==> src/verilog/rv_consts.svh <==
`ifndef RV_CONSTS_SVH
`define RV_CONSTS_SVH

// ****************************************************************************
// core sizing
// ****************************************************************************

`define XLEN 32         // data and address width

`define MEM_WORDS 256   // unified memory depth, byte address bits 9:2

`define NUM_REGS 32     // architectural integer registers

`endif
==> src/verilog/rv_isa_pkg.sv <==
`include "rv_consts.svh"

package rv_isa_pkg;

  typedef logic [`XLEN-1:0] data_t;

  // major opcodes of the supported subset
  typedef enum logic [6:0] {
    OP_R      = 7'b0110011,
    OP_I      = 7'b0010011,
    OP_LOAD   = 7'b0000011,
    OP_STORE  = 7'b0100011,
    OP_BRANCH = 7'b1100011,
    OP_JAL    = 7'b1101111,
    OP_LUI    = 7'b0110111
  } opcode_t;

  typedef enum logic [2:0] {
    ALU_ADD = 3'd0,
    ALU_SUB = 3'd1,
    ALU_AND = 3'd2,
    ALU_OR  = 3'd3,
    ALU_XOR = 3'd4,
    ALU_SLT = 3'd5   // signed compare
  } alu_op_t;

  // funct3 codes shared by R and I types
  localparam logic [2:0] F3_ADD = 3'b000;
  localparam logic [2:0] F3_SLT = 3'b010;
  localparam logic [2:0] F3_XOR = 3'b100;
  localparam logic [2:0] F3_OR  = 3'b110;
  localparam logic [2:0] F3_AND = 3'b111;

endpackage

==> src/verilog/alu.sv <==
`timescale 1ns/1ps

module alu
  import rv_isa_pkg::*;
( input  data_t   a
, input  data_t   b
, input  alu_op_t op
, output data_t   y
, output logic    zero
);

  logic lt;

  assign lt = $signed(a) < $signed(b);

  always_comb begin
    case (op)
      ALU_ADD: y = a + b;
      ALU_SUB: y = a - b;
      ALU_AND: y = a & b;
      ALU_OR:  y = a | b;
      ALU_XOR: y = a ^ b;
      ALU_SLT: y = {{($bits(data_t)-1){1'b0}}, lt};
      default: y = a + b;
    endcase
  end

  assign zero = (y == '0);   // equality test for branches

endmodule

==> config.mk <==
export PLATFORM = sky130hd
export DESIGN_NAME = alu
export DESIGN_NICKNAME = d
export VERILOG_FILES = /design/src/verilog/rv_isa_pkg.sv /design/src/verilog/alu.sv
export VERILOG_INCLUDE_DIRS = /design/src /design/src/verilog
export SDC_FILE = /design/constraint.sdc
export NUM_CORES = 1
export LEC_CHECK = 0
export BUFFER_PORTS_ARGS = -buffer_cell sky130_fd_sc_hd__buf_2
export CAP_MARGIN = 20
export CORE_MARGIN = 2
export CORE_UTILIZATION = 50
export DETAILED_ROUTE_END_ITERATION = 7
export PLACE_DENSITY = 0.74
export SLEW_MARGIN = 25
export SYNTH_ARGS = -nofsm -noshare
export SYNTH_HDL_FRONTEND = slang
export SYNTH_SLANG_ARGS = --single-unit
==> constraint.sdc <==
create_clock -name vclk -period 5.78
set_input_delay 0.289 -clock vclk [all_inputs]
set_output_delay 0.289 -clock vclk [all_outputs]
set_load 0.005 [all_outputs]
* Word-level counts from Yosys, hierarchy flattened *
Cells that the tools add are included.

word-level totals
  flip-flop bits (word level) = 0
  input bits = 67
  output and inout bits = 33
  logic and storage cells = 13

operators by class
  $add $sub $neg = 2
  $lt $le $gt $ge = 1
  equality and inequality tests = 5
  muxes and demuxes = 1
  bitwise logic cells = 3
  reduce and logical (&&, ||, !) cells = 1

operators with widths
  kind                count
  $pmux 32 s5         1
  $add 32x32->32      1
  $and 32x32->32      1
  $logic_not 32->1    1
  $lt 32x32->1        1
  $or 32x32->32       1
  $sub 32x32->32      1
  $xor 32x32->32      1
  $eq 3x2->1 const B  2
  $eq 3x3->1 const B  2
  $eq 3x1->1 const B  1

* Depth between registers and ports, before layout *
  depth in word-level cells = 3
  mapped depth = 15
  mapped depth without buffers = 15

* Worst setup path before layout *
No wires, ideal clock.

  path type = input-to-output
  start point = in a[0]
  end point = out zero
  arrival = 3.650 ns
  path slack = 1.841 ns
  cell stages on the path = 13
  buffers on the path = 0
  cells stage by stage = ha_1 fa_1 a21o_1 a21oi_1 nor2_1 a211oi_1 o22ai_1 or4_1 or4_1 or4b_1 nor4b_2 nand4b_1 and4bb_1

on the way
  longest elaborated chain between the ends = 3
  elaborated cells on any way between the ends = 8

RTL lines
  what                                                     RTL line                         text
  from (decl)                                              alu.sv:5                         ( input data_t a
  $add 32x32->32 / $sub 32x32->32 (equally long branches)  alu.sv:18, alu.sv:24, alu.sv:19
  $pmux 32 s5 *                                            alu.sv:17                        case (op)
  net y[4]                                                 alu.sv:8                         , output data_t y
  $logic_not 32->1 *                                       alu.sv:28                        assign zero = (y == '0);
  to (decl)                                                alu.sv:9                         , output logic zero

Mark *: on every way through the listed nets, which the timed path passes. The rest lies on a longest branch.

* Worst setup path in the final report *
  start point = in a[0]
  end point = out zero

on the way
  longest elaborated chain between the ends = 3
  elaborated cells on any way between the ends = 8

RTL lines
  what                                    RTL line
  $add 32x32->32 (tied with other cells)  alu.sv:18, alu.sv:24
  $pmux 32 s5 *                           alu.sv:17
  $logic_not 32->1 *                      alu.sv:28

Every way passes the cells marked *; elsewhere a longest branch is shown, timed or not.

==> qor.csv <==
stage,metric,value,unit
grt,grt_use_met3,5.194,%
setup_path,cp.arrival,4.47,ns
grt,grt_use_met1,43.57,%
power,power_density,111.0,nW/um^2
power,intPower,0.2551,mW
worst_hold_path,hold_class,in2out,
setup_path,crit_type,in2out,
setup_path,cp-start-kind,primary input,
placement,dp_hpwl,15490,um
power,ir_worst_vdd,0.00006287,V
yosys,ys_seq_area_share,0,%
sta,drv_slew,0,
yosys,ys_warn_count,0,
floorplanning,die_area,12340,um^2
clocking,cts_hold_buf,0,
clocking,cts_resized,0,
floorplanning,num_rows,39,
power,leakage,2.976,nW
setup_path,worstPathMaxFanout,4,
power,pwr-share-seq,0,%
yosys,syn_inst,891,
grt,grt-ovfl-total,0,
grt,top_usage_layer,met2,
power,pwr-share-clk,0,%
sta,fmax,209.9,MHz
route,drc,0,
layout,num-clock-buffers,0,
setup_path,crit_required,5.49,ns
placement,dp.cells,1089,
layout,multi_input_area,5045,um^2
power,comb_power_share,100.0,%
yosys,synth.avg_cell_area,6.437,um^2
route,wire_per_inst,18.05,um
power,total_power,0.6882,mW
layout,fill_cells,1189,
yosys,syn-cell-area,5736,um^2
power,sw_frac_of_total,62.93,%
sta,min_period_over_period,82.42,%
sta,rsz0062_at_grt,no,
grt,use_met2,46.71,%
power,power_switching,0.4331,mW
sta,fin_crit,4.764,ns
clocking,post_cts_buffers,0,
yosys,synth_nets,1056,
grt,grtUsageTotal,30.45,%
layout,layout.area.seq,0,um^2
layout,seq_cells,0,
sta,tightest_slew,0.9260,ns
floorplanning,floorplan.die.width,111.1,um
placement,gp_congestion,1.035,
grt,grt_pass1_vias,6453,
grt,grt_max_degree,37,
layout,n_antenna_cell,0,
sta,setup_viol,0,
route,route.vias.total,7074,
run,drv_cap,0,
route,ant_nets,0,
sta,fin_tns_setup,0,ns
layout,final_cells,1089,
route,via_per_inst,6.496,
grt,grt_first_pass_wirelength,32260,um
floorplanning,ios,100,
floorplanning,die_h,111.1,um
yosys,synth_cell_types,88,
floorplanning,core_region_area,11320,um^2
floorplanning,initial_core_util,50.66,%
route,dr.first_iter.drc_count,764,
sta,relSlewSlack,38.27,%
setup_path,critPathCaptureType,output port,
route,drt_pass1_iterations,7,
sta,hold_viol_final,0,
layout,drive_above_1_share,14.06,%
layout,synthToLayoutAreaGrowth,8.115,%
layout,nets,1113,
status,outcome,completed,
grt,antenna_found_initial,0,
route,wl,19660,um
placement,portBuffers,100,
-- layout make-up --
class                      count  area share, %
tap                          143          2.885
timing repair buffer         110          9.282
multi-input combinational    729          81.36
inverter                     107          6.477
-- worst max-delay path, stage by stage --
cell and delay (ns):
buf_2 0.09, inv_1 0.05, ha_1 0.21, inv_1 0.07, fa_1 0.21, nor2b_1 0.22
o311ai_0 0.14, buf_4 0.18, a211oi_1 0.48, o21ai_0 0.30, a21oi_1 0.55, a211oi_1 0.18
nor2_1 0.19, o21ai_0 0.28, nor4_1 0.42, nand4b_1 0.21, and4bb_1 0.29, buf_2 0.11
-- stage by stage --
step	cell area [um^2]	setup slack, ns	hold WS (ns)	util (%)
floorplan	5736	1.841	0.8792	-
global placement	6201	1.252	1.210	54.77
detailed placement	6201	1.162	1.221	54.77
CTS	6201	1.166	1.222	54.77
global route	6201	0.8356	1.289	54.77
finish	6201	1.016	1.219	54.77
-- synth_stat cells (all sizes together) (6+ instances only) --
library cell,instances,area [um^2]
a31oi,7,43.79
nand3,16,80.08
o21a,6,45.04
o211ai,10,75.07
o21ai,48,244.0
o22a,9,78.83
o31ai,11,82.58
ha,96,1201
nand2,59,221.5
xnor2,6,52.55
a21o,15,113.9
inv,106,397.9
nor3,19,95.09
or3,6,38.79
nor2,100,377.9
o221ai,7,61.31
clkbuf,34,138.9
o32ai,6,52.55
a21oi,112,564.3
buf,21,150.2
nor4,7,43.79
nand2b,9,58.81
a211oi,29,222.7
nor2b,12,75.07
mux2i,8,80.08
a221oi,8,70.07
o22ai,15,93.84
nand4,7,43.79
-- final timing paths --
| check | start | end | slack (ns) | depth (start not counted) |
|---|---|---|---|---|
| min | op[1] | y[2] | 1.22 | 3 |
| max | a[0] | zero | 1.02 | 18 |
-- metal layers --
metal | share of wire, % | wire length, um
met5 | 0 | 0
met4 | 3.4 | 663
met3 | 12 | 2300
met2 | 42 | 8353
met1 | 42 | 8342
-- logic make-up (layout without fill, tap and decap cells) --
| group | count (synthesis) | in the layout | share of synthesized area [%] |
|---|---|---|---|
| compound gates | 351 | 351 | 41.65 |
| xor+xnor | 7 | 7 | 1.069 |
| fa+ha+maj | 98 | 98 | 21.64 |
| buf+inv | 162 | 217 | 12.04 |
| mux | 9 | 9 | 1.593 |
| simple gates | 264 | 264 | 22.01 |
-- layout by cell type, fill, tap and decap left out, types with 6 or more instances in the layout --
master	count
nor4_1	7
o21a_1	6
nor2_1	99
buf_4	10
a21o_1	14
a31oi_1	7
xnor2_1	6
nand3_1	16
a221oi_1	8
o221ai_1	7
o22ai_1	15
buf_2	100
o211ai_1	10
o22a_1	9
o31ai_1	11
inv_1	106
mux2i_1	8
o21ai_0	47
a211oi_1	28
nor3_1	19
nor2b_1	12
nand4_1	7
nand2b_1	8
nand2_1	59
ha_1	96
a21oi_1	111
o32ai_1	6
-- power groups by stage --
stage	clock network, mW	logic, mW	registers [mW]
after floorplan	0	0.467	0
final	0	0.688	0
after global placement	0	0.664	0
after CTS	0	0.667	0
after global routing	0	0.750	0
after detailed placement	0	0.664	0
(Power assumes the default switching activity.)
