--- config.mk ---
export PLATFORM = sky130hd
export DESIGN_NAME = register_file
export DESIGN_NICKNAME = d
export VERILOG_FILES = /design/src/verilog/rv_isa_pkg.sv /design/src/verilog/register_file.sv
export VERILOG_INCLUDE_DIRS = /design/src /design/src/verilog
export SDC_FILE = /design/constraint.sdc
export NUM_CORES = 2
export LEC_CHECK = 0
export ABC_AREA = 1
export BUFFER_PORTS_ARGS = -buffer_cell sky130_fd_sc_hd__buf_4
export CORE_MARGIN = 2
export CORE_UTILIZATION = 25
export CTS_CLUSTER_DIAMETER = 100
export DETAILED_ROUTE_END_ITERATION = 10
export PLACE_DENSITY = 0.51
export SLEW_MARGIN = 20
export SYNTH_ARGS = -nofsm -noshare
export SYNTH_HDL_FRONTEND = slang
export SYNTH_SLANG_ARGS = --single-unit
--- constraint.sdc ---
create_clock -name clk -period 5.1 [get_ports clk]
set_clock_uncertainty 0.1 [all_clocks]
set_input_delay 0.51 -clock clk [delete_from_list [all_inputs] [get_ports clk]]
set_output_delay 0.51 -clock clk [all_outputs]
set_load 0.02 [all_outputs]
--- src/verilog/rv_consts.svh ---
`ifndef RV_CONSTS_SVH
`define RV_CONSTS_SVH

// ****************************************************************************
// core sizing
// ****************************************************************************

`define XLEN 32         // data and address width

`define MEM_WORDS 256   // unified memory depth, byte address bits 9:2

`define NUM_REGS 32     // architectural integer registers

`endif
--- src/verilog/rv_isa_pkg.sv ---
`include "rv_consts.svh"

package rv_isa_pkg;

  typedef logic [`XLEN-1:0] data_t;

  // major opcodes of the supported subset
  typedef enum logic [6:0] {
    OP_R      = 7'b0110011,
    OP_I      = 7'b0010011,
    OP_LOAD   = 7'b0000011,
    OP_STORE  = 7'b0100011,
    OP_BRANCH = 7'b1100011,
    OP_JAL    = 7'b1101111,
    OP_LUI    = 7'b0110111
  } opcode_t;

  typedef enum logic [2:0] {
    ALU_ADD = 3'd0,
    ALU_SUB = 3'd1,
    ALU_AND = 3'd2,
    ALU_OR  = 3'd3,
    ALU_XOR = 3'd4,
    ALU_SLT = 3'd5   // signed compare
  } alu_op_t;

  // funct3 codes shared by R and I types
  localparam logic [2:0] F3_ADD = 3'b000;
  localparam logic [2:0] F3_SLT = 3'b010;
  localparam logic [2:0] F3_XOR = 3'b100;
  localparam logic [2:0] F3_OR  = 3'b110;
  localparam logic [2:0] F3_AND = 3'b111;

endpackage

--- src/verilog/register_file.sv ---
`timescale 1ns/1ps
`include "rv_consts.svh"

module register_file
  import rv_isa_pkg::*;
( input  logic       clk
, input  logic       reset
, input  logic [4:0] rs1
, input  logic [4:0] rs2
, input  logic [4:0] rd
, input  logic       we
, input  data_t      wd
, output data_t      rd1
, output data_t      rd2
);

  data_t regs [`NUM_REGS];

  always_ff @(posedge clk) begin
    if (reset) begin
      for (int i = 0; i < `NUM_REGS; i++) begin
        regs[i] <= '0;
      end
    end else if (we && rd != 5'd0) begin
      regs[rd] <= wd;
    end
  end

  assign rd1 = (rs1 == 5'd0) ? '0 : regs[rs1];
  assign rd2 = (rs2 == 5'd0) ? '0 : regs[rs2];

endmodule

== Yosys cells after proc, flatten, opt, wreduce, memory -nomap -nowiden ==
Memory sizes are Yosys's and may differ from the RTL's.
Cells that the tools add are included.

* Muxes and demuxes: 10
* Reductions and logical operators: 5

{| class="wikitable"
|+ Operator list
! kind !! count
|-
| $mux W32 || 3
|-
| $reduce_or A32 Y1 || 1
|-
| $logic_not A5 Y1 || 2
|-
| $mux W1 || 6
|-
| $mux W5 || 1
|-
| $reduce_bool A5 Y1 || 1
|-
| $logic_and A1 B1 Y1 || 1
|}

* Bits in registers: 0
* RAM bits: 1024
* Input bits: 50
* Output and inout port bits: 64
* Logic and storage cells: 16
* Memories: 1

{| class="wikitable"
|+ Memories
! name !! depth !! bits a word !! rd ports !! clocked after memory_dff !! write ports !! RTL line !! RTL
|-
| regs || 32 || 32 || 2 || 0 || 32 || register_file.sv:17 || <nowiki>data_t regs [`NUM_REGS];</nowiki>
|}

== Depth between registers and ports, before layout ==
* Depth after elaboration: 7
* Gate-level depth with buffers: 13
* Mapped depth without buffers: 10

== Worst setup path before layout ==
OpenSTA, ideal clock, no wires.

* Path kind: input -> register
* Start: in rd[3]
* End: mem regs[10][0] (netlist bit), enable pin
* Library setup time: 0.389 ns
* Arrival: 2.138 ns
* Data required time: 4.611 ns
* Slack: 2.472 ns
* Stages on the path: 11
* Path buffers: 1
* Cells stage by stage: inv_1 nand3_1 inv_1 nand2_1 nand3_1 inv_1 nand3_1 inv_1 nand2_1 buf_2 nand2_1

{| class="wikitable"
|+ RTL lines
! item !! RTL line !! RTL
|-
| start, declared || register_file.sv:10 || <nowiki>, input logic [4:0] rd</nowiki>
|-
| end, declared || register_file.sv:17 ||
|}

== Worst setup path after layout ==
* Start: in rs2[2]
* End: out rd2[14]

* Word-level cells in the longest chain between the ends: 2
* Elaborated cells on any way between the ends: 3

{| class="wikitable"
|+ Ends and longest elaborated chain
! item !! RTL line !! RTL
|-
| start, declared || register_file.sv:9 || <nowiki>, input logic [4:0] rs2</nowiki>
|-
| $mem_v2 Z32 W32 or $logic_not A5 Y1 (tied branches) || n/a ||
|-
| $mux W32 * || register_file.sv:30 || <nowiki>assign rd2 = (rs2 == 5'd0) ? '0 : regs[rs2];</nowiki>
|-
| end, declared || register_file.sv:14 || <nowiki>, output data_t rd2</nowiki>
|}

Every way passes the cells marked *; elsewhere a longest branch is shown, timed or not.

==> flow_metrics.py <==
metrics = {
    "sta": {
        "slew_headroom": 0.214,
        "tightest_slew_ns": 1.17,
        "fin_crit_ns": 4.07,
        "finalSetupViolations": 0,
        "final-hold-violation-count": 0,
        "max_freq_mhz": 246,
        "finalCritPeriodShare": 0.798,
        "rsz0062_at_grt": "false",
        "hold_slack_ns": 0.100,
        "finalSetupTns_ns": 0,
        "slew_violations": 0,
    },
    "layout": {
        "largest_register_ffs": 1024,
        "final_layout_size_suffix_gt1_frac": 0.0737,
        "finalNetCount": 7117,
        "areaGrowthSynthToFinish_pct": 13.0,
        "top_regs": "regs: 1024 flops",
        "num-fill-cells": 23766,
        "regMostFlops": "regs",
    },
    "placed_design": {
        "portBuffers": 113,
        "dpl.hpwl_um": 140000,
        "place.gp.congestion": 0.854,
    },
    "clock_network": {
        "cts_setup_buffers": 0,
        "h-tree-depth": 3,
        "post_cts_resized": 0,
        "ctsRootBufferMaster": "clkbuf_16",
        "cts_tree": "built",
        "clockBufferDepth": 3,
        "cts.clk_slew.worst_paths_ns": 0.06,
        "cts_inserted_buffers": 105,
        "cts_hold_buffers": 0,
        "clock-sinks": 1024,
    },
    "synth": {
        "synth_edf_count": 1024,
        "netlist_top_cells_count": "nand2_1 (2082), nor2_1 (1787), edfxtp_1 (1024)",
        "synthTopCellsByArea": "edfxtp_1 (54%), nand2_1 (14%), nor2_1 (12%)",
        "ys.flop_type": "edfxtp_1",
        "yosysMostFrequentCell": "nand2_1",
        "avgSynthCellArea_um2": 7.79,
        "synthDominantCellAreaShare": 0.544,
        "ys_ff_latch": 1024,
        "yosysUniqueCellTypes": 19,
        "yosysSeqAreaShare": 0.544,
        "yosysTopAreaCell": "edfxtp_1",
        "ys.warnings.count": 0,
        "syn-cell-area_um2": 56500,
        "synthCells": 7252,
        "synthArstFlopShare": 0,
    },
    "status": {
        "outcome": "finished, final reports clean",
    },
    "global_route": {
        "grt_pass1_vias": 49938,
        "track_usage": 0.209,
        "antenna_found_initial": 4,
        "grt_max_degree": 129,
        "grt_pass1_wl_um": 355000,
        "grt_overflow_total": 0,
    },
    "routing": {
        "routed_wl_um": 249000,
        "viasPerCell": 5.20,
        "drcViolationCount": 0,
        "wire_per_inst_um": 24.6,
        "initialDrtViolationCount": 7065,
        "dr.pass1.iters": 8,
        "dr_total_vias": 52792,
        "ant_nets": 0,
    },
    "power": {
        "p_seq_frac": 0.479,
        "cellPowerDensity_nw_per_um2": 325,
        "switching_share": 0.291,
        "pwr-share-comb": 0.148,
        "p_switching_mw": 6.05,
        "vdd_drop_max_uv": 274,
        "pwr-share-clk": 0.373,
        "leakagePower_nw": 25.6,
        "p_int_mw": 14.7,
    },
    "critical_path": {
        "arrival_ns": 3.46,
        "crit_family": "buffers and inverters",
        "path_class": "input port to primary output",
        "cp-start-kind": "input port",
        "path_cells": "buf_4, clkinv_2, nor2_4, inv_1, buf_4, a21oi_1, nor2_1, nand2_1, nand2_1, nor2_1, buf_4",
        "cpMaxStageDelayCell": "clkinv_2",
        "required_ns": 4.49,
        "cpMostUsedCell": "buf_4",
        "path_buf_inv": 5,
        "cp-end-kind": "primary output",
        "critPathMaxStageDelay_ns": 0.59,
        "crit_fanout": 23,
    },
    "floorplanning": {
        "num_rows": 174,
        "die_x_um": 480,
        "die_y_um": 480,
        "core_region_area_um2": 225000,
        "io_pins": 114,
        "die-area_um2": 230000,
        "initial_core_util": 0.251,
    },
    "worst_hold_path": {
        "min_path_type": "input port to register",
    },
    "flow_run": {
        "maxCapViolations": 0,
    },
}
-- final cells by class --
class	instances	area, µm²	share of cell area
diodes	2	5.00	0.0000784
clock inverters	62	502	0.00786
repair buffers	304	2730	0.0427
flip-flops and latches	1024	30700	0.482
inverters	156	623	0.00976
clock buffers	127	2750	0.0431
well taps	2992	3740	0.0586
multi-input cells	5476	22800	0.356
-- worst paths after layout --
path / from / endpoint / slack, ns / cells past startpoint
min: reset / regs[0][25]$_SDFFCE_PN0P_ / 0.10 / 1
max: rs2[2] / rd2[14] / 1.03 / 11
-- power groups by stage --
stage | Clock [mW] | Combinational (mW) | Sequential (mW)
after detailed placement | 0 | 3.02 | 10.1
after global routing | 8.06 | 3.28 | 10.0
final | 7.75 | 3.08 | 9.96
after CTS | 7.79 | 3.03 | 9.95
after floorplan | 0 | 1.75 | 10.1
after global placement | 0 | 3.01 | 10.1
-- metal layers --
layer / up-vias / GRT usage / routed length (µm)
met4: 2 / 0.111 / 14300
met1: 25673 / 0.264 / 96400
met5: - / 0 / 11
li1: 23348 / - / -
met2: 3138 / 0.344 / 116000
met3: 631 / 0.0319 / 22500
-- stage by stage --
stage / worst slack, ns / total power, mW / cells / cell area [µm²] / util
2_1_floorplan: 2.47 / 11.8 / 7283 / 56600 / -
3_3_place_gp: 1.06 / 13.1 / 9952 / 60600 / 0.269
3_5_place_dp: 1.12 / 13.1 / 9952 / 60600 / 0.269
4_1_cts: 1.09 / 20.8 / 10141 / 63900 / 0.284
5_1_grt: 1.08 / 21.4 / 10143 / 63900 / 0.284
6_report: 1.03 / 20.8 / 10143 / 63900 / 0.284
-- layout by cell type, fill, tap and decap left out, types with 4 or more instances in the layout --
| master | netlist | routed |
|---|---|---|
| a21oi_1 | 123 | 123 |
| buf_12 | 0 | 33 |
| buf_4 | 5 | 266 |
| buf_8 | 0 | 4 |
| bufinv_16 | 0 | 8 |
| clkbuf_1 | 299 | 20 |
| clkbuf_16 | 0 | 107 |
| clkinv_1 | 3 | 28 |
| clkinv_2 | 0 | 25 |
| clkinvlp_4 | 0 | 4 |
| conb_1 | 1 | 32 |
| edfxtp_1 | 1024 | 1024 |
| inv_1 | 151 | 139 |
| inv_2 | 2 | 6 |
| inv_6 | 0 | 4 |
| inv_8 | 0 | 4 |
| nand2_1 | 2082 | 2020 |
| nand2_2 | 0 | 62 |
| nand3_1 | 984 | 983 |
| nor2_1 | 1787 | 1785 |
| nor3_1 | 8 | 8 |
| o211ai_1 | 22 | 22 |
| o21ai_0 | 396 | 396 |
| o21ai_1 | 41 | 41 |
-- kinds of logic after synthesis --
| group | after synthesis | synth area share |
|---|---|---|
| other | 1 | 0.0000663 |
| flip-flops | 1024 | 0.544 |
| buffers and inverters | 783 | 0.0586 |
| AND/OR/NAND/NOR | 4862 | 0.345 |
| AO/OA/AOI/OAI | 582 | 0.0525 |
Note: power is estimated with default switching activity, not from simulation.
