**src/verilog/rv_consts.svh**
```systemverilog
`ifndef RV_CONSTS_SVH
`define RV_CONSTS_SVH

// ****************************************************************************
// core sizing
// ****************************************************************************

`define XLEN 32         // data and address width

`define MEM_WORDS 256   // unified memory depth, byte address bits 9:2

`define NUM_REGS 32     // architectural integer registers

`endif
```
**src/verilog/rv_isa_pkg.sv**
```systemverilog
`include "rv_consts.svh"

package rv_isa_pkg;

  typedef logic [`XLEN-1:0] data_t;

  // major opcodes of the supported subset
  typedef enum logic [6:0] {
    OP_R      = 7'b0110011,
    OP_I      = 7'b0010011,
    OP_LOAD   = 7'b0000011,
    OP_STORE  = 7'b0100011,
    OP_BRANCH = 7'b1100011,
    OP_JAL    = 7'b1101111,
    OP_LUI    = 7'b0110111
  } opcode_t;

  typedef enum logic [2:0] {
    ALU_ADD = 3'd0,
    ALU_SUB = 3'd1,
    ALU_AND = 3'd2,
    ALU_OR  = 3'd3,
    ALU_XOR = 3'd4,
    ALU_SLT = 3'd5   // signed compare
  } alu_op_t;

  // funct3 codes shared by R and I types
  localparam logic [2:0] F3_ADD = 3'b000;
  localparam logic [2:0] F3_SLT = 3'b010;
  localparam logic [2:0] F3_XOR = 3'b100;
  localparam logic [2:0] F3_OR  = 3'b110;
  localparam logic [2:0] F3_AND = 3'b111;

endpackage

```
**src/verilog/instr_decode.sv**
```systemverilog
`timescale 1ns/1ps

module instr_decode
  import rv_isa_pkg::*;
( input  data_t      instr
, output opcode_t    opcode
, output logic [2:0] funct3
, output logic [4:0] rd
, output logic [4:0] rs1
, output logic [4:0] rs2
, output data_t      imm_ext
, output alu_op_t    alu_op
);

  assign opcode = opcode_t'(instr[6:0]);
  assign rd     = instr[11:7];
  assign funct3 = instr[14:12];
  assign rs1    = instr[19:15];
  assign rs2    = instr[24:20];

  always_comb begin
    case (opcode)
      OP_STORE:  imm_ext = {{20{instr[31]}}, instr[31:25], instr[11:7]};
      OP_BRANCH: imm_ext = {{19{instr[31]}}, instr[31], instr[7], instr[30:25],
                            instr[11:8], 1'b0};
      OP_JAL:    imm_ext = {{11{instr[31]}}, instr[31], instr[19:12], instr[20],
                            instr[30:21], 1'b0};
      OP_LUI:    imm_ext = {instr[31:12], 12'b0};
      default:   imm_ext = {{20{instr[31]}}, instr[31:20]};   // I format
    endcase
  end

  always_comb begin
    alu_op = ALU_ADD;
    if (opcode == OP_R || opcode == OP_I) begin
      case (funct3)
        // only R type has sub, selected by funct7 bit 5
        F3_ADD:  alu_op = (opcode == OP_R && instr[30]) ? ALU_SUB : ALU_ADD;
        F3_SLT:  alu_op = ALU_SLT;
        F3_XOR:  alu_op = ALU_XOR;
        F3_OR:   alu_op = ALU_OR;
        F3_AND:  alu_op = ALU_AND;
        default: alu_op = ALU_ADD;
      endcase
    end else if (opcode == OP_BRANCH) begin
      alu_op = ALU_SUB;
    end
  end

endmodule

```
**config.mk**
```make
export PLATFORM = sky130hd
export DESIGN_NAME = instr_decode
export DESIGN_NICKNAME = d
export VERILOG_FILES = /design/src/verilog/rv_isa_pkg.sv /design/src/verilog/instr_decode.sv
export VERILOG_INCLUDE_DIRS = /design/src /design/src/verilog
export SDC_FILE = /design/constraint.sdc
export NUM_CORES = 1
export LEC_CHECK = 0
export BUFFER_PORTS_ARGS = -buffer_cell sky130_fd_sc_hd__buf_2
export CORE_AREA = 5 5 49 51
export DETAILED_ROUTE_END_ITERATION = 8
export DIE_AREA = 0 0 54 56
export PLACE_DENSITY_LB_ADDON = 0.1
export SETUP_SLACK_MARGIN = 0.4
export SYNTH_ARGS = -nofsm -noshare
export SYNTH_HDL_FRONTEND = slang
export SYNTH_SLANG_ARGS = --single-unit
```
**constraint.sdc**
```tcl
create_clock -name vclk -period 2.23
set_input_delay 0.1115 -clock vclk [all_inputs]
set_output_delay 0.1115 -clock vclk [all_outputs]
set_load 0.02 [all_outputs]
```
=== After elaboration in Yosys (flattened, before gate mapping) ===
Cells that the tools add are included.
W data, S select, Z words.

* Input bits: 32
* Register bits after elaboration: 0
* Logic and storage cells: 18
* Output and inout port bits: 60

* Mux-type cells: 5
* Eq/ne operators: 10
* Reduce and logical (&&, ||, !) cells: 3

{| class="wikitable"
|+ Operators with widths
! operator !! number
|-
| $pmux W31 S4 || 1
|-
| $eq A7 B6 Y1 const B || 3
|-
| $pmux W3 S5 || 1
|-
| $eq A7 B7 Y1 const B || 2
|-
| $eq A3 B3 Y1 const B || 3
|-
| $eq A7 B5 Y1 const B || 1
|-
| $eq A3 B2 Y1 const B || 1
|-
| $logic_not A3 Y1 || 1
|-
| $mux W3 || 1
|-
| $mux W1 || 2
|-
| $logic_and A1 B1 Y1 || 1
|-
| $logic_or A1 B1 Y1 || 1
|}

=== Logic depth before layout (Yosys ltp) ===
Gate-level depths: netlist (run 1).

* Depth after elaboration: 5
* Mapped depth: 5

=== Least setup slack after synthesis (run 1) ===
No wires, ideal clock.

* Path type: input -> output
* From: in instr[3]
* To: out imm_ext[11]
* Cell stages on the path: 5
* Arrival: 1.217 ns
* Path slack: 0.901 ns
* Cell sequence: or3b_4 -> a21oi_2 -> buf_4 -> nor3b_1 -> a221o_1

* Cells in the longest elaborated chain, start to end: 2
* Elaborated cells between the ends (all ways): 5
* Classes of those cells: eq/ne: 4; mux: 1

{| class="wikitable"
|+ RTL lines
! element !! RTL line !! RTL
|-
| start: declaration || instr_decode.sv:5 || <nowiki>( input data_t instr</nowiki>
|-
| $eq A7 B6 Y1 / $eq A7 B7 Y1 (equally long branches) || instr_decode.sv:22 || <nowiki>case (opcode)</nowiki>
|-
| $pmux W31 S4 (*) || instr_decode.sv:22 ||
|-
| end: declaration || instr_decode.sv:11 || <nowiki>, output data_t imm_ext</nowiki>
|}

Every way passes the cells marked *; elsewhere a longest branch is shown, timed or not.

=== Worst setup path after layout (run 1) ===
* From: in instr[3]
* To: out imm_ext[17]

Same word-level chain as after synthesis.

==> results by group, run 1 <==
Run status
  – Outcome: complete, no violations

Route
  – Via density: 4.37
  – Antenna Nets Post-Route: 0
  – WL final: 2090 µm
  – DRC Markers: 0
  – DRT iter0 DRCs: 6
  – WL/cell: 11.5 µm
  – DRT Pass-1 Iters: 4
  – Via Count: 796

Synthesis
  – Top cells by count, synth: buf_4 (27), a21o_1 (19), nor2b_1 (8)
  – Yosys top cell by area: buf_4
  – Ys Warns: 0
  – Avg Cell Area, Syn: 7.12 µm²
  – Synth Net Count: 119
  – Largest cells by area after synthesis: buf_4 (33%), a21o_1 (23%), nor2b_1 (8.1%)
  – Most common cell in the synthesized netlist: buf_4
  – Distinct cell type count after synthesis: 26
  – Cells after Synth: 87
  – Yosys top cell area share: 32.7%
  – Mapped cell area: 619 µm²
  – Seq/Total Area, Yosys: 0%

Timing
  – Worst rel slew slack: 53.7%
  – Setup tns final: 0 ns
  – Max-slew violation count: 0
  – Final hold vios: 0
  – FMAX: 633 MHz
  – Post-route worst setup slack: 0.650 ns
  – RSZ-0062 raised after global routing: no
  – Worst Max-Slew Pin Slew: 0.693 ns
  – Endpoints failing setup: 0
  – Min cycle time layout: 1.58 ns
  – Final cycle utilization of the critical path: 70.8%

Clock tree
  – Cts repair resizes: 0
  – Cts hold-fix bufs: 0

Final layout
  – # nets final: 189
  – Clk_buf instances: 0
  – Diode count: 0
  – Register Area: 0 µm²
  – # fillers: 201
  – Share of cells above drive strength 1: 66.5%
  – FF+latch count: 0
  – Area growth syn-to-layout: 52.1%
  – Area of the multi-input gates: 399 µm²

Die
  – Initial Utilization: 32.6%
  – Die W: 54 µm
  – Total I/O pin count: 92
  – Core Box Area: 1900 µm²
  – FP Rows: 16
  – Die area: 3020 µm²
  – Die Span Y: 56 µm

Setup path
  – Crit Path Max Fanout: 9
  – Data required, critical path: 2.12 ns
  – Crit end category: output port
  – Worst path slowest cell: or3b_4
  – Setup CP Type: primary input to output port
  – CP most frequent cell: buf_2
  – Worst path bufs/invs: 3
  – Max incr delay on CP: 0.42 ns
  – Startpoint Class: primary input
  – Cell class contributing the biggest share of worst-path delay: simple AND/OR/NAND/NOR gates
  – Worst path cell trace: buf_2 > or3b_4 > a21oi_2 > buf_4 > nor2b_1 > a21o_1 > buf_2
  – Worst EP arrival: 1.47 ns

Global route
  – Tot GR Track Use: 11.6%
  – Largest net degree at the start of global routing: 20
  – Remaining Overflow, GRT: 0
  – Initial antenna violation count: 0
  – Number of global-route vias before repair: 704
  – First-pass GRT wire length: 2930 µm

Power and ir drop
  – VDD IR max: 0.111 mV
  – Design Power: 218 µW
  – Pwr Density: 232 nW/µm²
  – Static Leak: 0.000626 µW

Placed design
  – Final Wtd Congestion: 0.679
  – Pre-CTS setup slack: 0.500 ns
  – Detailed Place HPWL: 1780 µm
  – Port Buffers: 92

Flow run
  – Maxcap violations: 0

Min path
  – Hold Crit Class: primary input to output port
-- path summary, 6_finish.rpt --
kind,from,endpoint,slack [ns],cells after the start
setup / recovery,instr[3],imm_ext[17],0.65,7
hold / removal,instr[11],rd[4],0.46,2
-- where the power goes --
group	internal, µW	leakage, µW	switching (µW)
combinational	84.1	0.000626	134
sequential	0	0	0
clock	0	0	0
-- repair_timing --
action | CTS | global route
endpoints found under the setup margin | 0 | 2
setup buffers | 0 | 5
endpoints found under the hold margin | 0 | 0
-- cell usage in the layout, fill, tap and decap left out, types with 2 or more instances in the layout --
cell / netlist / layout
nor2b_1: 8 / 8
a21o_1: 19 / 19
buf_2: 2 / 92
a22o_1: 4 / 4
nor3_1: 2 / 2
nand2b_1: 2 / 2
nand3b_1: 2 / 2
nand3_1: 2 / 2
nor2_1: 3 / 3
buf_4: 27 / 6
-- per-stage QoR --
step	cells	utilization [%]	area, µm²	hold WS, ns
floorplan	87	-	619	0.312
global placement	177	47.6	905	0.459
detailed placement	177	47.6	905	0.460
CTS	177	47.6	905	0.461
global route	182	49.5	942	0.469
finish	182	49.5	942	0.459
-- kinds of logic after synthesis --
family                 after synthesis  share of synthesized area, %
buffers and inverters               31                          35.6
AND/OR/NAND/NOR                     28                          29.5
AO/OA/AOI/OAI                       27                          33.5
XOR/XNOR                             1                          1.41
-- per-layer routing --
layer | track usage, % | vias up | wire, µm
met5 | 0 | - | 0
met4 | 0 | 0 | 0
met3 | 0.804 | 0 | 261
met2 | 22.7 | 50 | 965
met1 | 13.8 | 328 | 858
li1 | - | 418 | -
-- cell type report --
cell class | count | share of cell area (%)
inverter | 1 | 0.398
multi-input combinational | 56 | 42.4
tap | 27 | 3.59
timing repair buffer | 98 | 53.7
(Power assumes the default switching activity.)
==> inputs of run 2 (changes only) <==
--- a/config.mk
+++ b/config.mk
@@ -7,9 +7,9 @@
 export NUM_CORES = 1
 export LEC_CHECK = 0
 export BUFFER_PORTS_ARGS = -buffer_cell sky130_fd_sc_hd__buf_2
-export CORE_AREA = 5 5 49 51
+export CORE_AREA = 5 5 54 56
 export DETAILED_ROUTE_END_ITERATION = 8
-export DIE_AREA = 0 0 54 56
+export DIE_AREA = 0 0 59 61
 export PLACE_DENSITY_LB_ADDON = 0.1
 export SETUP_SLACK_MARGIN = 0.4
 export SYNTH_ARGS = -nofsm -noshare
==> constraint.sdc (replaced) <==
create_clock -name vclk -period 1.4
set_input_delay 0.07 -clock vclk [all_inputs]
set_output_delay 0.07 -clock vclk [all_outputs]
set_load 0.02 [all_outputs]
==> run 2 against run 1 <==
Net effect: the run now ends with negative setup slack left; die area is 19% higher; sequential share of layout area stayed put; critical path depth stayed put; core utilization is 11 points higher; non-clock buffer count is 15 higher; wire length is 28% higher; via count is 14% higher; first-iteration DRC count is 100% higher; worst setup slack worse by 0.71 ns; combinational power is 110% higher; power is 110% higher; critical path type unchanged; critical endpoint is now imm_ext[11]; highest routed layer unchanged.
==> results by group, run 2 (synthesis results as in run 1) <==
Run status
  – Outcome: finished, violations left (was complete, no violations)
  – Violated checks: negative setup slack

Timing
  – Worst rel slew slack: 80.4% (was 53.7%)
  – Final cycle utilization of the critical path: 105%
  – Endpoints failing setup: 21 (was 0)
  – Min cycle time layout: 1.46 ns
  – Final hold vios: 0 (unchanged)
  – Setup tns final: -0.314 ns (was 0 ns)
  – Post-route worst setup slack: -0.0644 ns (was 0.650 ns)
  – RSZ-0062 raised after global routing: yes (was no)
  – Worst Max-Slew Pin Slew: 0.293 ns (was 0.693 ns)
  – Max-slew violation count: 0 (unchanged)
  – FMAX: 683 MHz

Flow run
  – Maxcap violations: 0 (unchanged)

Min path
  – Worst Hold Endpoint: rd[3] (was rd[4])
  – Hold Crit Class: primary input to output port (unchanged)
  – Min-Delay Startpoint: instr[10] (was instr[11])
  – Cells on Worst Hold Path: 2 (unchanged)

Power and ir drop
  – VDD IR max: 0.214 mV (was 0.111 mV)
  – Internal power: 219 µW (was 84.1 µW)
  – Reg power frac: 0% (about the same)
  – Clock share of power: 0% (about the same)
  – Gate power share: 100.0% (about the same)
  – Pwr Density: 323 nW/µm² (was 232 nW/µm²)
  – Switch Pwr: 248 µW (was 134 µW)
  – Design Power: 467 µW (was 218 µW)
  – Static Leak: 0.000794 µW (was 0.000626 µW)
  – Switching Fraction: 53.1% (was 61.5%)

Route
  – DRT Pass-1 Iters: 2 (was 4)
  – WL/cell: 13.3 µm (was 11.5 µm)
  – Via density: 4.51 (was 4.37)
  – DRC Markers: 0 (unchanged)
  – Via Count: 906 (was 796)
  – WL final: 2680 µm (was 2090 µm)
  – DRT iter0 DRCs: 12 (was 6)
  – Antenna Nets Post-Route: 0 (unchanged)

Die
  – Die W: 59 µm (was 54 µm)
  – Core Box Area: 2390 µm² (was 1900 µm²)
  – FP Rows: 18 (was 16)
  – Die Span Y: 61 µm (was 56 µm)
  – Total I/O pin count: 92 (unchanged)
  – Die area: 3600 µm² (was 3020 µm²)
  – Initial Utilization: 25.9% (was 32.6%)

Final layout
  – Most frequent cells in the layout: buf_2 (62), buf_4 (25), buf_6 (23) (was buf_2 (92), a21o_1 (19), nor2b_1 (8))
  – Fin util: 60.6% (was 49.5%)
  – FF+latch count: 0 (unchanged)
  – Register Area: 0 µm² (unchanged)
  – Share of cells above drive strength 1: 82.5% (was 66.5%)
  – # nets final: 205 (was 189)
  – Area growth syn-to-layout: 134% (was 52.1%)
  – Diode count: 0 (unchanged)
  – Clk_buf instances: 0 (unchanged)
  – Commonest non-fill, non-tap cell in the layout: buf_2 (unchanged)

Global route
  – Initial antenna violation count: 0 (unchanged)
  – Largest net degree at the start of global routing: 15 (was 20)
  – Number of global-route vias before repair: 889 (was 704)
  – First-pass GRT wire length: 3880 µm (was 2930 µm)
  – Remaining Overflow, GRT: 0 (unchanged)
  – Tot GR Track Use: 13.3% (was 11.6%)

Setup path
  – Startpoint Class: primary input (unchanged)
  – CP most frequent cell: buf_6 (was buf_2)
  – Data required, critical path: 1.33 ns (was 2.12 ns)
  – Setup CP Type: primary input to output port (unchanged)
  – Crit Path Max Fanout: 4 (was 9)
  – Worst path slowest cell: or3b_4 (unchanged)
  – Max incr delay on CP: 0.40 ns (was 0.42 ns)
  – Worst EP arrival: 1.39 ns (was 1.47 ns)
  – Crit end category: output port (unchanged)
  – Worst path cell trace: buf_6 > or3b_4 > buf_6 > a21oi_4 > nor3b_2 > a221o_1 > buf_6 (was buf_2 > or3b_4 > a21oi_2 > buf_4 > nor2b_1 > a21o_1 > buf_2)

Placed design
  – Final Wtd Congestion: 0.681 (was 0.679)
  – Port Buffers: 92 (unchanged)
  – Detailed Place HPWL: 2060 µm (was 1780 µm)

Clock tree
  – Cts hold-fix bufs: 0 (unchanged)
[run 2: changes by cell type in the layout (fill, tap and decap cells not counted), sizes merged]
cell	delta
buf	+14
clkbuf	+1
nor2b	+1
[run 2: stage by stage]
step	setup WS [ns]	hold slack, ns	instance area [µm²]	cells
after floorplan	0.161	0.191	706	87
after global placement	-0.220	0.376	1070	191
after detailed placement	-0.232	0.378	1070	191
after CTS	-0.0283	0.379	1410	199
after global routing	-0.0992	0.386	1450	201
final	-0.0644	0.377	1450	201
[run 2: worst max-delay path by stage]
stage | endpoint | cells after the start | slack (ns) | startpoint
2_1_floorplan | imm_ext[11] | 5 | 0.16 | instr[3]
3_3_place_gp | imm_ext[26] | 6 | -0.22 | instr[4]
3_5_place_dp | imm_ext[23] | 6 | -0.23 | instr[4]
4_1_cts | imm_ext[11] | 7 | -0.03 | instr[6]
5_1_grt | imm_ext[11] | 7 | -0.1 | instr[6]
6_report | imm_ext[11] | 7 | -0.06 | instr[6]
[run 2: what timing repair did]
item                                    in CTS  in global routing
buffers inserted                             8                  0
gates cloned                                 0                  2
pin swaps                                   11                  6
endpoints found under the setup margin      34                 34
resized for setup                           69                  2
[run 2: cell type report]
cell class | instances | area, µm²
fill | 222 | 940
inverter | 1 | 3.75
multi-input combinational | 57 | 584
tap | 30 | 37.5
timing repair buffer | 113 | 822
[run 2: worst max-delay path: cells and delay by family]
kind	cells	cell delay, ns
buf+inv	3	0.36
simple gates	2	0.47
compound gates	2	0.50
[run 2: power groups by stage]
| stage | Combinational, µW | Sequential (µW) | Clock (µW) |
|---|---|---|---|
| floorplan | 268 | 0 | 0 |
| global placement | 386 | 0 | 0 |
| detailed placement | 390 | 0 | 0 |
| CTS | 465 | 0 | 0 |
| global route | 497 | 0 | 0 |
| finish | 467 | 0 | 0 |
[run 2: metal layers]
metal  track usage [%]  up-vias  share of wire [%]
met5                 0        -                  0
met4                 0        0                  0
met2              29.2       44                 56
li1                  -      452                  -
met1              13.9      410                 35
met3              1.49        0                8.4
