`config.mk`:
```
export PLATFORM = sky130hd
export DESIGN_NAME = control_fsm
export DESIGN_NICKNAME = d
export VERILOG_FILES = /design/src/verilog/rv_ctrl_pkg.sv /design/src/verilog/rv_isa_pkg.sv /design/src/verilog/control_fsm.sv
export VERILOG_INCLUDE_DIRS = /design/src /design/src/verilog
export SDC_FILE = /design/constraint.sdc
export NUM_CORES = 1
export LEC_CHECK = 0
export BUFFER_PORTS_ARGS = -buffer_cell sky130_fd_sc_hd__buf_2
export CORE_AREA = 2 2 39 41
export CTS_CLUSTER_DIAMETER = 100
export DETAILED_ROUTE_END_ITERATION = 12
export DIE_AREA = 0 0 41 43
export HOLD_SLACK_MARGIN = 0.03
export PLACE_DENSITY = 0.71
export SLEW_MARGIN = 10
export SYNTH_ARGS = -nofsm -noshare
export SYNTH_HDL_FRONTEND = slang
export SYNTH_SLANG_ARGS = --single-unit
```
`constraint.sdc`:
```
create_clock -name clk -period 2.1 [get_ports clk]
set_input_delay 0.42 -clock clk [delete_from_list [all_inputs] [get_ports clk]]
set_output_delay 0.42 -clock clk [all_outputs]
set_load 0.005 [all_outputs]
```
`src/verilog/rv_consts.svh`:
```
`ifndef RV_CONSTS_SVH
`define RV_CONSTS_SVH

// ****************************************************************************
// core sizing
// ****************************************************************************

`define XLEN 32         // data and address width

`define MEM_WORDS 256   // unified memory depth, byte address bits 9:2

`define NUM_REGS 32     // architectural integer registers

`endif
```
`src/verilog/rv_ctrl_pkg.sv`:
```
package rv_ctrl_pkg;

  typedef enum logic [3:0] {
    FETCH     = 4'd0,
    DECODE    = 4'd1,
    EXEC_R    = 4'd2,
    EXEC_I    = 4'd3,
    MEM_ADDR  = 4'd4,
    MEM_READ  = 4'd5,
    MEM_WRITE = 4'd6,
    WB_ALU    = 4'd7,
    WB_MEM    = 4'd8,
    BRANCH    = 4'd9,
    JAL       = 4'd10,
    LUI       = 4'd11
  } fsm_state_t;

  typedef enum logic [1:0] {ADR_PC, ADR_RESULT} adr_src_t;

  typedef enum logic [1:0] {SRC_A_PC, SRC_A_OLD_PC, SRC_A_RD1, SRC_A_ZERO} alu_src_a_t;

  typedef enum logic [1:0] {SRC_B_RD2, SRC_B_IMM, SRC_B_FOUR} alu_src_b_t;

  // the PC always reloads from the result bus
  typedef enum logic [1:0] {
    RES_ALU_OUT,
    RES_DATA,
    RES_ALU_RESULT
  } result_src_t;

endpackage

```
`src/verilog/rv_isa_pkg.sv`:
```
`include "rv_consts.svh"

package rv_isa_pkg;

  typedef logic [`XLEN-1:0] data_t;

  // major opcodes of the supported subset
  typedef enum logic [6:0] {
    OP_R      = 7'b0110011,
    OP_I      = 7'b0010011,
    OP_LOAD   = 7'b0000011,
    OP_STORE  = 7'b0100011,
    OP_BRANCH = 7'b1100011,
    OP_JAL    = 7'b1101111,
    OP_LUI    = 7'b0110111
  } opcode_t;

  typedef enum logic [2:0] {
    ALU_ADD = 3'd0,
    ALU_SUB = 3'd1,
    ALU_AND = 3'd2,
    ALU_OR  = 3'd3,
    ALU_XOR = 3'd4,
    ALU_SLT = 3'd5   // signed compare
  } alu_op_t;

  // funct3 codes shared by R and I types
  localparam logic [2:0] F3_ADD = 3'b000;
  localparam logic [2:0] F3_SLT = 3'b010;
  localparam logic [2:0] F3_XOR = 3'b100;
  localparam logic [2:0] F3_OR  = 3'b110;
  localparam logic [2:0] F3_AND = 3'b111;

endpackage

```
`src/verilog/control_fsm.sv`:
```
`timescale 1ns/1ps

module control_fsm
  import rv_isa_pkg::*;
  import rv_ctrl_pkg::*;
( input  logic        clk
, input  logic        reset
, input  opcode_t     opcode
, input  logic [2:0]  funct3
, input  logic        zero
, output logic        pc_update
, output logic        ir_write
, output logic        reg_write
, output logic        mem_write
, output logic        retire_valid
, output adr_src_t    adr_src
, output alu_src_a_t  alu_src_a
, output alu_src_b_t  alu_src_b
, output result_src_t result_src
);

  fsm_state_t state;
  fsm_state_t state_next;
  logic       active;       // low for the first cycle out of reset
  logic       take_branch;

  assign take_branch = zero ^ funct3[0];  // beq on equal, bne on not equal

  always_ff @(posedge clk) begin
    if (reset) begin
      state  <= FETCH;
      active <= 1'b0;
    end else begin
      state  <= state_next;
      active <= 1'b1;
    end
  end

  // ****************************************************************************
  // next state
  // ****************************************************************************

  always_comb begin
    state_next = FETCH;
    case (state)
      FETCH:    state_next = active ? DECODE : FETCH;
      DECODE: begin
        case (opcode)
          OP_R:               state_next = EXEC_R;
          OP_I:               state_next = EXEC_I;
          OP_LOAD, OP_STORE:  state_next = MEM_ADDR;
          OP_BRANCH:          state_next = BRANCH;
          OP_JAL:             state_next = JAL;
          OP_LUI:             state_next = LUI;
          default:            state_next = FETCH;   // unsupported, dropped
        endcase
      end
      EXEC_R, EXEC_I, JAL, LUI: state_next = WB_ALU;
      MEM_ADDR: state_next = (opcode == OP_LOAD) ? MEM_READ : MEM_WRITE;
      MEM_READ: state_next = WB_MEM;
      default:  state_next = FETCH;                 // final states
    endcase
  end

  // ****************************************************************************
  // enables and selects
  // ****************************************************************************

  always_comb begin
    pc_update    = 1'b0;
    ir_write     = 1'b0;
    reg_write    = 1'b0;
    mem_write    = 1'b0;
    retire_valid = 1'b0;
    adr_src      = ADR_PC;
    alu_src_a    = SRC_A_PC;
    alu_src_b    = SRC_B_FOUR;
    result_src   = RES_ALU_RESULT;
    case (state)
      FETCH: begin
        ir_write  = active;
        pc_update = active;                 // pc <= pc + 4
      end
      DECODE: begin
        alu_src_a = SRC_A_OLD_PC;           // branch/jump target into alu_out
        alu_src_b = SRC_B_IMM;
      end
      EXEC_R: begin
        alu_src_a = SRC_A_RD1;
        alu_src_b = SRC_B_RD2;
      end
      EXEC_I, MEM_ADDR: begin
        alu_src_a = SRC_A_RD1;
        alu_src_b = SRC_B_IMM;
      end
      MEM_READ: begin
        adr_src    = ADR_RESULT;
        result_src = RES_ALU_OUT;
      end
      MEM_WRITE: begin
        adr_src      = ADR_RESULT;
        result_src   = RES_ALU_OUT;
        mem_write    = 1'b1;
        retire_valid = 1'b1;
      end
      WB_ALU: begin
        result_src   = RES_ALU_OUT;
        reg_write    = 1'b1;
        retire_valid = 1'b1;
      end
      WB_MEM: begin
        result_src   = RES_DATA;
        reg_write    = 1'b1;
        retire_valid = 1'b1;
      end
      BRANCH: begin
        alu_src_a    = SRC_A_RD1;           // rs1 - rs2 sets zero
        alu_src_b    = SRC_B_RD2;
        result_src   = RES_ALU_OUT;
        pc_update    = take_branch;
        retire_valid = 1'b1;
      end
      JAL: begin
        alu_src_a  = SRC_A_OLD_PC;          // link value for WB_ALU
        result_src = RES_ALU_OUT;
        pc_update  = 1'b1;
      end
      LUI: begin
        alu_src_a = SRC_A_ZERO;
        alu_src_b = SRC_B_IMM;
      end
      default: ;
    endcase
  end

endmodule

```
Word level (Yosys, flattened, before mapping)
Index checks and enable logic that the tools add are counted.
- bits in registers: 5
- output and inout bits: 13
- equal/unequal tests: 18
- multiplexer cells: 14
- bitwise operators: 1
- reductions and logical operators: 11
- operator list (operator ; count):
    $pmux W4 S6 ; 1
    $eq A7 B6 Y1 const B ; 3
    $pmux W4 S5 ; 1
    $eq A4 B3 Y1 const B ; 4
    $eq A4 B4 Y1 const B ; 4
    $reduce_or A4 Y1 ; 4
    $eq A7 B7 Y1 const B ; 2
    $reduce_or A2 Y1 ; 5
    $eq A4 B2 Y1 const B ; 2
    $pmux W2 S2 ; 2
    $eq A7 B2 Y1 const B ; 1
    $eq A7 B5 Y1 const B ; 1
    $mux W1 ; 7
    $pmux W2 S3 ; 1
    $reduce_or A5 Y1 ; 1
    $eq A4 B1 Y1 const B ; 1
    $logic_not A4 Y1 ; 1
    $pmux W1 S3 ; 1
    $mux W2 ; 1
    $xor A1 B1 Y1 ; 1

Logic depth before layout (Yosys ltp)
Gate-level depths: netlist of run 1.
- word-level depth: 4
- gate-level depth with buffers: 5

Worst setup path before layout of run 1
Ideal clock, no wire load.
- path kind: input to register
- start: input opcode[3]
- end: register state[0]
- setup time: 0.058 ns
- arrival time: 1.509 ns
- slack: 0.533 ns
- cell stages on the path: 4
- path buffers: 0
- cell sequence: or4_4 -> or2_1 -> o311ai_1 -> o21a_1
- word-level cells in the longest chain between the ends: 4
- elaborated cells between the ends (all ways): 11
- those cells by class: eq/ne (7); mux (3); reduce/logical (1)
- ends and longest elaborated chain (item ; RTL line ; text):
    start: declaration ; control_fsm.sv:8 ; , input opcode_t opcode
    $eq A7 B2 Y1 or $eq A7 B6 Y1 (tied branches) ; control_fsm.sv:48, control_fsm.sv:59 ;
    $reduce_or A2 Y1 ; control_fsm.sv:48 ; case (opcode)
    $pmux W4 S6 ; control_fsm.sv:48 ;
    $pmux W4 S5 * ; control_fsm.sv:45 ; case (state)
    end signal: assignment ; control_fsm.sv:34 ; state <= state_next;
    end: declaration ; control_fsm.sv:22 ; fsm_state_t state;
Mark *: on every way between the ends. The rest lies on a longest branch, timed or not.
A chain may end at the register's enable or synchronous reset.

Worst setup path in the final report of run 1
- start: register state[2]
- end: output reg_write
- word-level cells in the longest chain between the ends: 3
- elaborated cells between the ends (all ways): 4
- those cells by class: eq/ne (2); mux (1); reduce/logical (1)
- ends and longest elaborated chain (item ; RTL line ; text):
    $eq A4 B4 Y1 or $eq A4 B3 Y1 (tied branches) ; control_fsm.sv:79 ; case (state)
    $reduce_or A2 Y1 (no source line) * ; - ;
    $mux W1 * ; control_fsm.sv:79 ;
    end: declaration ; control_fsm.sv:13 ; , output logic reg_write
Marked as above.

==> results of run 1 <==
report_power, final:
group,internal (W),total [W],switching [W]
clock,0.0000718,0.000111,0.0000389
combinational,0.0000572,0.000116,0.0000592
sequential,0.000102,0.000113,0.0000112
worst max-delay path: cells and delay by family (launching register included):
family	cells	cell delay (ps)
buffers and inverters	1	120
and+or+nand+nor	2	470
AOI/OAI and AO/OA	1	150
DFF	1	530
Yosys cell counts, types with 2 or more instances:
| cell | instances | share of area (%) |
|---|---|---|
| buf_4 | 2 | 2.8 |
| or2b_1 | 2 | 2.8 |
| and2_1 | 2 | 2.4 |
| xnor2_1 | 2 | 3.3 |
| buf_6 | 3 | 6.4 |
| inv_1 | 4 | 2.8 |
| a32oi_1 | 2 | 3.3 |
| nor2_1 | 5 | 3.5 |
| o21a_1 | 2 | 2.8 |
| a21oi_1 | 6 | 5.7 |
| o21ai_0 | 3 | 2.8 |
| o21bai_1 | 2 | 2.8 |
| nor2b_1 | 4 | 4.7 |
| dfxtp_1 | 5 | 19 |
| nand2_1 | 4 | 2.8 |
| nor3_1 | 5 | 4.7 |
| nor4_1 | 2 | 2.4 |
placed cells by master, fill, tap and decap left out, drive strengths merged:
master,synthesis,layout
conb,1,1
nand2b,1,1
inv,4,4
xnor2,2,2
or4,1,1
and2,2,2
nor4,2,2
o21bai,2,2
o221ai,1,1
or2b,2,2
o311ai,1,1
a41oi,1,1
nor2b,4,4
nand2,5,5
nor2,5,5
nor3,5,5
o21a,2,2
or3,1,1
or3b,1,1
or2,1,1
o31ai,1,1
clkbuf,0,4
a311o,1,1
o21ai,3,3
and4b,1,1
a211oi,1,1
a21oi,6,6
a32oi,2,2
dfxtp,5,5
xor2,1,1
buf,5,23
nor4b,1,1
layer usage:
layer / wire length [microns] / vias to the layer above / GRT usage (%) / share of wire, %
met5: 0 / - / 0 / 0
met2: 582 / 21 / 23.8 / 49
li1: - / 300 / - / -
met3: 75 / 0 / 6.28 / 6.3
met4: 0 / 0 / 2.00 / 0
met1: 539 / 264 / 21.5 / 45
sequential cells by signal (all words and copies together) (netlist names):
| name | flops |
|---|---|
| state | 4 |
| active | 1 |
how the worst min path moves through the flow:
stage,startpoint,endpoint,slack (ps),cells after the start
final,reset,active,370,2
after global routing,reset,active,370,2
after CTS,reset,active,360,2
after detailed placement,state[0],state[3],600,2
after global placement,state[0],state[3],600,2
after floorplan,reset,active,480,1
per-stage QoR:
| stage | util [%] | hold slack (ps) | area [sq um] | std cells |
|---|---|---|---|---|
| 2_1_floorplan | - | 477 | 531 | 71 |
| 3_3_place_gp | 44.8 | 599 | 619 | 105 |
| 6_report | 46.7 | 369 | 646 | 109 |
| 4_1_cts | 46.7 | 363 | 646 | 109 |
| 3_5_place_dp | 44.8 | 595 | 619 | 105 |
| 5_1_grt | 46.7 | 366 | 646 | 109 |
logic make-up after synthesis:
kind of cell	share of synthesized area (%)
buffers and inverters	12.0
XOR/XNOR	4.95
AND/OR/NAND/NOR	36.3
other	0.707
AO/OA/AOI/OAI	27.1
flip-flops	18.9
final cells by class:
type	instances	area share [%]
tap	16	3.10
sequential	5	15.5
clock buffer	4	4.07
timing repair buffer	23	18.2
inverter	4	2.33
multi-input combinational	57	56.8
==> results.yml, run 1 <==
status:
  status: "complete, no violations"
clock_tree:
  cts_resized: 0
  cts_root_buffer: "clkbuf_4"
  numCtsBuffers: 3
  clk_pin_slew_worst_paths_ps: 40
  postCtsSetupBuffers: 0
  tritoncts: "done"
  clkLatencyLatePin_ps: 240
  hold_buffers: 0
  cts.path.max_buffers: 2
  clock_sinks: 5
  htree_num_levels: 1
worst_setup_path:
  crit_end: "reg_write"
  crit_arrival_ps: 1510
  critical_path.cell_chain: "nor2b_1 -> nand2_1 -> o21bai_1 -> buf_2"
  crit_path_max_fanout: 13
  cp-startpoint: "state[2]"
  cp_data_required_time_ps: 1680
  cpPeakStageDelay_ps: 530
  crit_path_end_kind: "output pin"
  reg2reg_to: "state[1]"
  r2r_start: "state[1]"
  rrSetupSlack_ps: 370
  start_kind: "register"
  slowest_stage: "dfxtp_1"
  worstRegToRegCells: 4
  critical_path_class: "register to output pin"
routing:
  avgViaCountPerCell: 5.37
  drtIter0Drc: 6
  ant_nets: 0
  routed_wl_mm: 1.20
  wl_per_cell_microns: 11.0
  vias: 585
  drc_errors: 0
  first_pass_iters: 4
cells_and_area:
  multi_input_area_sq_um: 367
  fillers: 149
  syn_to_final_growth_pct: 21.7
  drive_above_1_share_pct: 30.1
  seqCellArea_sq_um: 100
  antenna_cells: 0
  layout.nets: 107
grt:
  grt_max_degree: 17
  overflow: 0
  grt_usage_pct: 15.9
  antenna_found_initial: 0
  grt_pass1_wl_mm: 1.97
  grt_pass1_vias: 489
floorplan:
  die_y_microns: 43
  start_util_pct: 38.3
  die_w_microns: 41
  num_rows: 14
  core_area_sq_um: 1380
  io_pins: 26
  die_area_sq_um: 1760
timing:
  fin_worst_skew_ps: 4.20
  post-route-period-util_pct: 91.8
  final_hold_viol_count: 0
  fin_crit_ps: 1930
  setup_viol_count_final: 0
  fmax_mhz: 519
  setup_tns_ps: 0
  maxSlewViolCount: 0
  layout_setup_ws_ps: 173
  rsz0062_at_grt: "false"
placement:
  port_buffers: 22
  gp_congestion: 0.746
  dpl.hpwl_microns: 891
  pre_cts_ws_ps: 343
worst_hold_path:
  hold_class: "input port to register"
synthesis:
  async_flop_share_pct: 0
  ys_ff_latch: 5
  synth_flop_cell: "dfxtp_1"
  yosysSeqAreaShare_pct: 18.9
  yosysUniqueCellTypes: 33
  syn-num-nets: 84
  synth_edf_count: 0
  ys_warn_count: 0
  syn-cell-area_sq_um: 531
  netlist_instances: 71
  syn_avg_cell_area_sq_um: 7.47
power_and_ir_drop:
  finalPower_w: 0.000340
  p_leak_nw: 0.294
  ir_drop_v: 0.000347
  powerDensity_nw_per_um2: 526
job:
  cap_violations: 0
No activity file was read; power rests on OpenSTA's default activity.
==> run 2: changes to the inputs <==
--- a/config.mk
+++ b/config.mk
@@ -9,9 +9,10 @@
 export BUFFER_PORTS_ARGS = -buffer_cell sky130_fd_sc_hd__buf_2
 export CORE_AREA = 2 2 39 41
 export CTS_CLUSTER_DIAMETER = 100
+export CTS_CLUSTER_SIZE = 20
 export DETAILED_ROUTE_END_ITERATION = 12
 export DIE_AREA = 0 0 41 43
-export HOLD_SLACK_MARGIN = 0.03
+export HOLD_SLACK_MARGIN = 0.02
 export PLACE_DENSITY = 0.71
 export SLEW_MARGIN = 10
 export SYNTH_ARGS = -nofsm -noshare
==> constraint.sdc (replaced) <==
create_clock -name clk -period 2.2 [get_ports clk]
set_input_delay 0.44 -clock clk [delete_from_list [all_inputs] [get_ports clk]]
set_output_delay 0.44 -clock clk [all_outputs]
set_load 0.005 [all_outputs]
==> run 2 against run 1 <==
Net effect: worst hold slack better by 25 ps; critical path depth stayed put; register-to-register slack better by 110 ps; clock power is 5% lower; largest cell class unchanged; highest routed layer unchanged.
==> results.yml, run 2 (same netlist as run 1, synthesis figures left out) <==
floorplan:
  die_area_sq_um: 1760
  num_rows: 14
  core_area_sq_um: 1380
  die_y_microns: 43
  die_w_microns: 41
  io_pins: 26
  start_util_pct: 38.3
clock_tree:
  tritoncts: "done"
  hold_buffers: 0
  cts_root_buffer: "clkbuf_4"
  clk_pin_slew_worst_paths_ps: 40
  clkLatencyLatePin_ps: 240
  numCtsBuffers: 3
  htree_num_levels: 1
  clock_sinks: 5
  cts_resized: 0
  cts.path.max_buffers: 2
  postCtsSetupBuffers: 0
placement:
  port_buffers: 22
  dpl.hpwl_microns: 916
  pre_cts_ws_ps: 423
  gp_congestion: 0.746
timing:
  rsz0062_at_grt: "false"
  setup_viol_count_final: 0
  maxSlewViolCount: 0
  fin_worst_skew_ps: 2.42
  layout_setup_ws_ps: 245
  setup_tns_ps: 0
  post-route-period-util_pct: 88.9
  final_hold_viol_count: 0
  fin_crit_ps: 1960
  fmax_mhz: 511
worst_hold_path:
  hold_class: "input port to register"
worst_setup_path:
  r2r_start: "state[0]"
  crit_family: "flip-flops"
  worstRegToRegCells: 4
  cpPeakStageDelay_ps: 530
  critical_path_class: "register to output pin"
  start_kind: "register"
  cp.depth: 4
  slowest_stage: "dfxtp_1"
  cp_data_required_time_ps: 1760
  critical_path.cell_chain: "nor2b_1 -> nand2_1 -> o21bai_1 -> buf_2"
  path_buf_inv: 1
  crit_arrival_ps: 1520
  reg2reg_to: "state[1]"
  crit_path_end_kind: "output pin"
  cp-startpoint: "state[2]"
  crit_end: "reg_write"
  crit_path_max_fanout: 13
  rrSetupSlack_ps: 480
cells_and_area:
  reg_top3: "state x4, active x1"
  layout_common_cells: "buf_2, a21oi_1, nor2_1, nor3_1, dfxtp_1"
  layout.cells.most_common: "buf_2"
  antenna_cells: 0
  largest_reg_flops: 4
  layout.nets: 106
  regMostFlops: "state"
  drive_above_1_share_pct: 29.3
  syn_to_final_growth_pct: 20.3
routing:
  first_pass_iters: 2
  avgViaCountPerCell: 5.12
  wl_per_cell_microns: 11.0
  top_layer_used: "met3"
  ant_nets: 0
  drtIter0Drc: 2
  met2WireLength_microns: 602
  met3_length_microns: 49
  drc_errors: 0
  wl_met1_microns: 532
  vias: 553
  routed_wl_mm: 1.18
power_and_ir_drop:
  ir_drop_v: 0.000253
  p_leak_nw: 0.289
  powerDensity_nw_per_um2: 500
grt:
  grt_pass1_wl_mm: 1.94
  grt_usage_pct: 15.3
  grt_max_degree: 17
  antenna_found_initial: 0
  overflow: 0
  grt_pass1_vias: 471
status:
  status: "complete, no violations"
job:
  cap_violations: 0
==> run 2: per-stage QoR <==
stage	util [%]	std cells	hold slack, ps	instance area, sq um	total power, W
after global routing	46.1	108	391	638	0.000349
after detailed placement	44.2	104	638	612	0.000216
final	46.1	108	393	638	0.000319
after global placement	44.2	104	632	612	0.000214
after CTS	46.1	108	394	638	0.000323
after floorplan	-	71	497	531	0.000184
==> run 2: layout make-up <==
cell class | instances | area [sq um]
Clock buffer | 4 | 26.3
Timing Repair Buffer | 22 | 110
Sequential cell | 5 | 100
Inverter | 4 | 15.0
Fill cell | 151 | 746
Tap cell | 16 | 20.0
Multi-Input combinational cell | 57 | 367
==> run 2: worst min-delay path by stage <==
stage / end / cells after the start / slack [ps] / start
2_1_floorplan: active / 1 / 500 / reset
3_3_place_gp: state[0] / 3 / 630 / active
3_5_place_dp: active / 2 / 640 / reset
4_1_cts: active / 2 / 390 / reset
5_1_grt: active / 2 / 390 / reset
6_report: active / 2 / 390 / reset
==> run 2: power breakdown <==
| part | total [W] | switching, W | leakage, nW | internal, W |
|---|---|---|---|---|
| clock network | 0.000105 | 0.0000361 | 0.0150 | 0.0000685 |
| registers | 0.000113 | 0.0000156 | 0.0410 | 0.0000970 |
| logic | 0.000102 | 0.0000501 | 0.233 | 0.0000519 |
| total | 0.000319 | 0.000102 | 0.289 | 0.000217 |
==> run 2: per-layer routing <==
metal | global-route usage [%] | up-vias
met3 | 1.57 | 0
met2 | 25.6 | 15
li1 | - | 300
met5 | 0 | -
met4 | 4.00 | 0
met1 | 19.6 | 238
==> run 2: worst register-to-register path, stage by stage (launching register included) <==
cell and delay [ps]:
dfxtp_1 510, or3b_1 440, or3_1 390, o221ai_1 180
and2_1 140
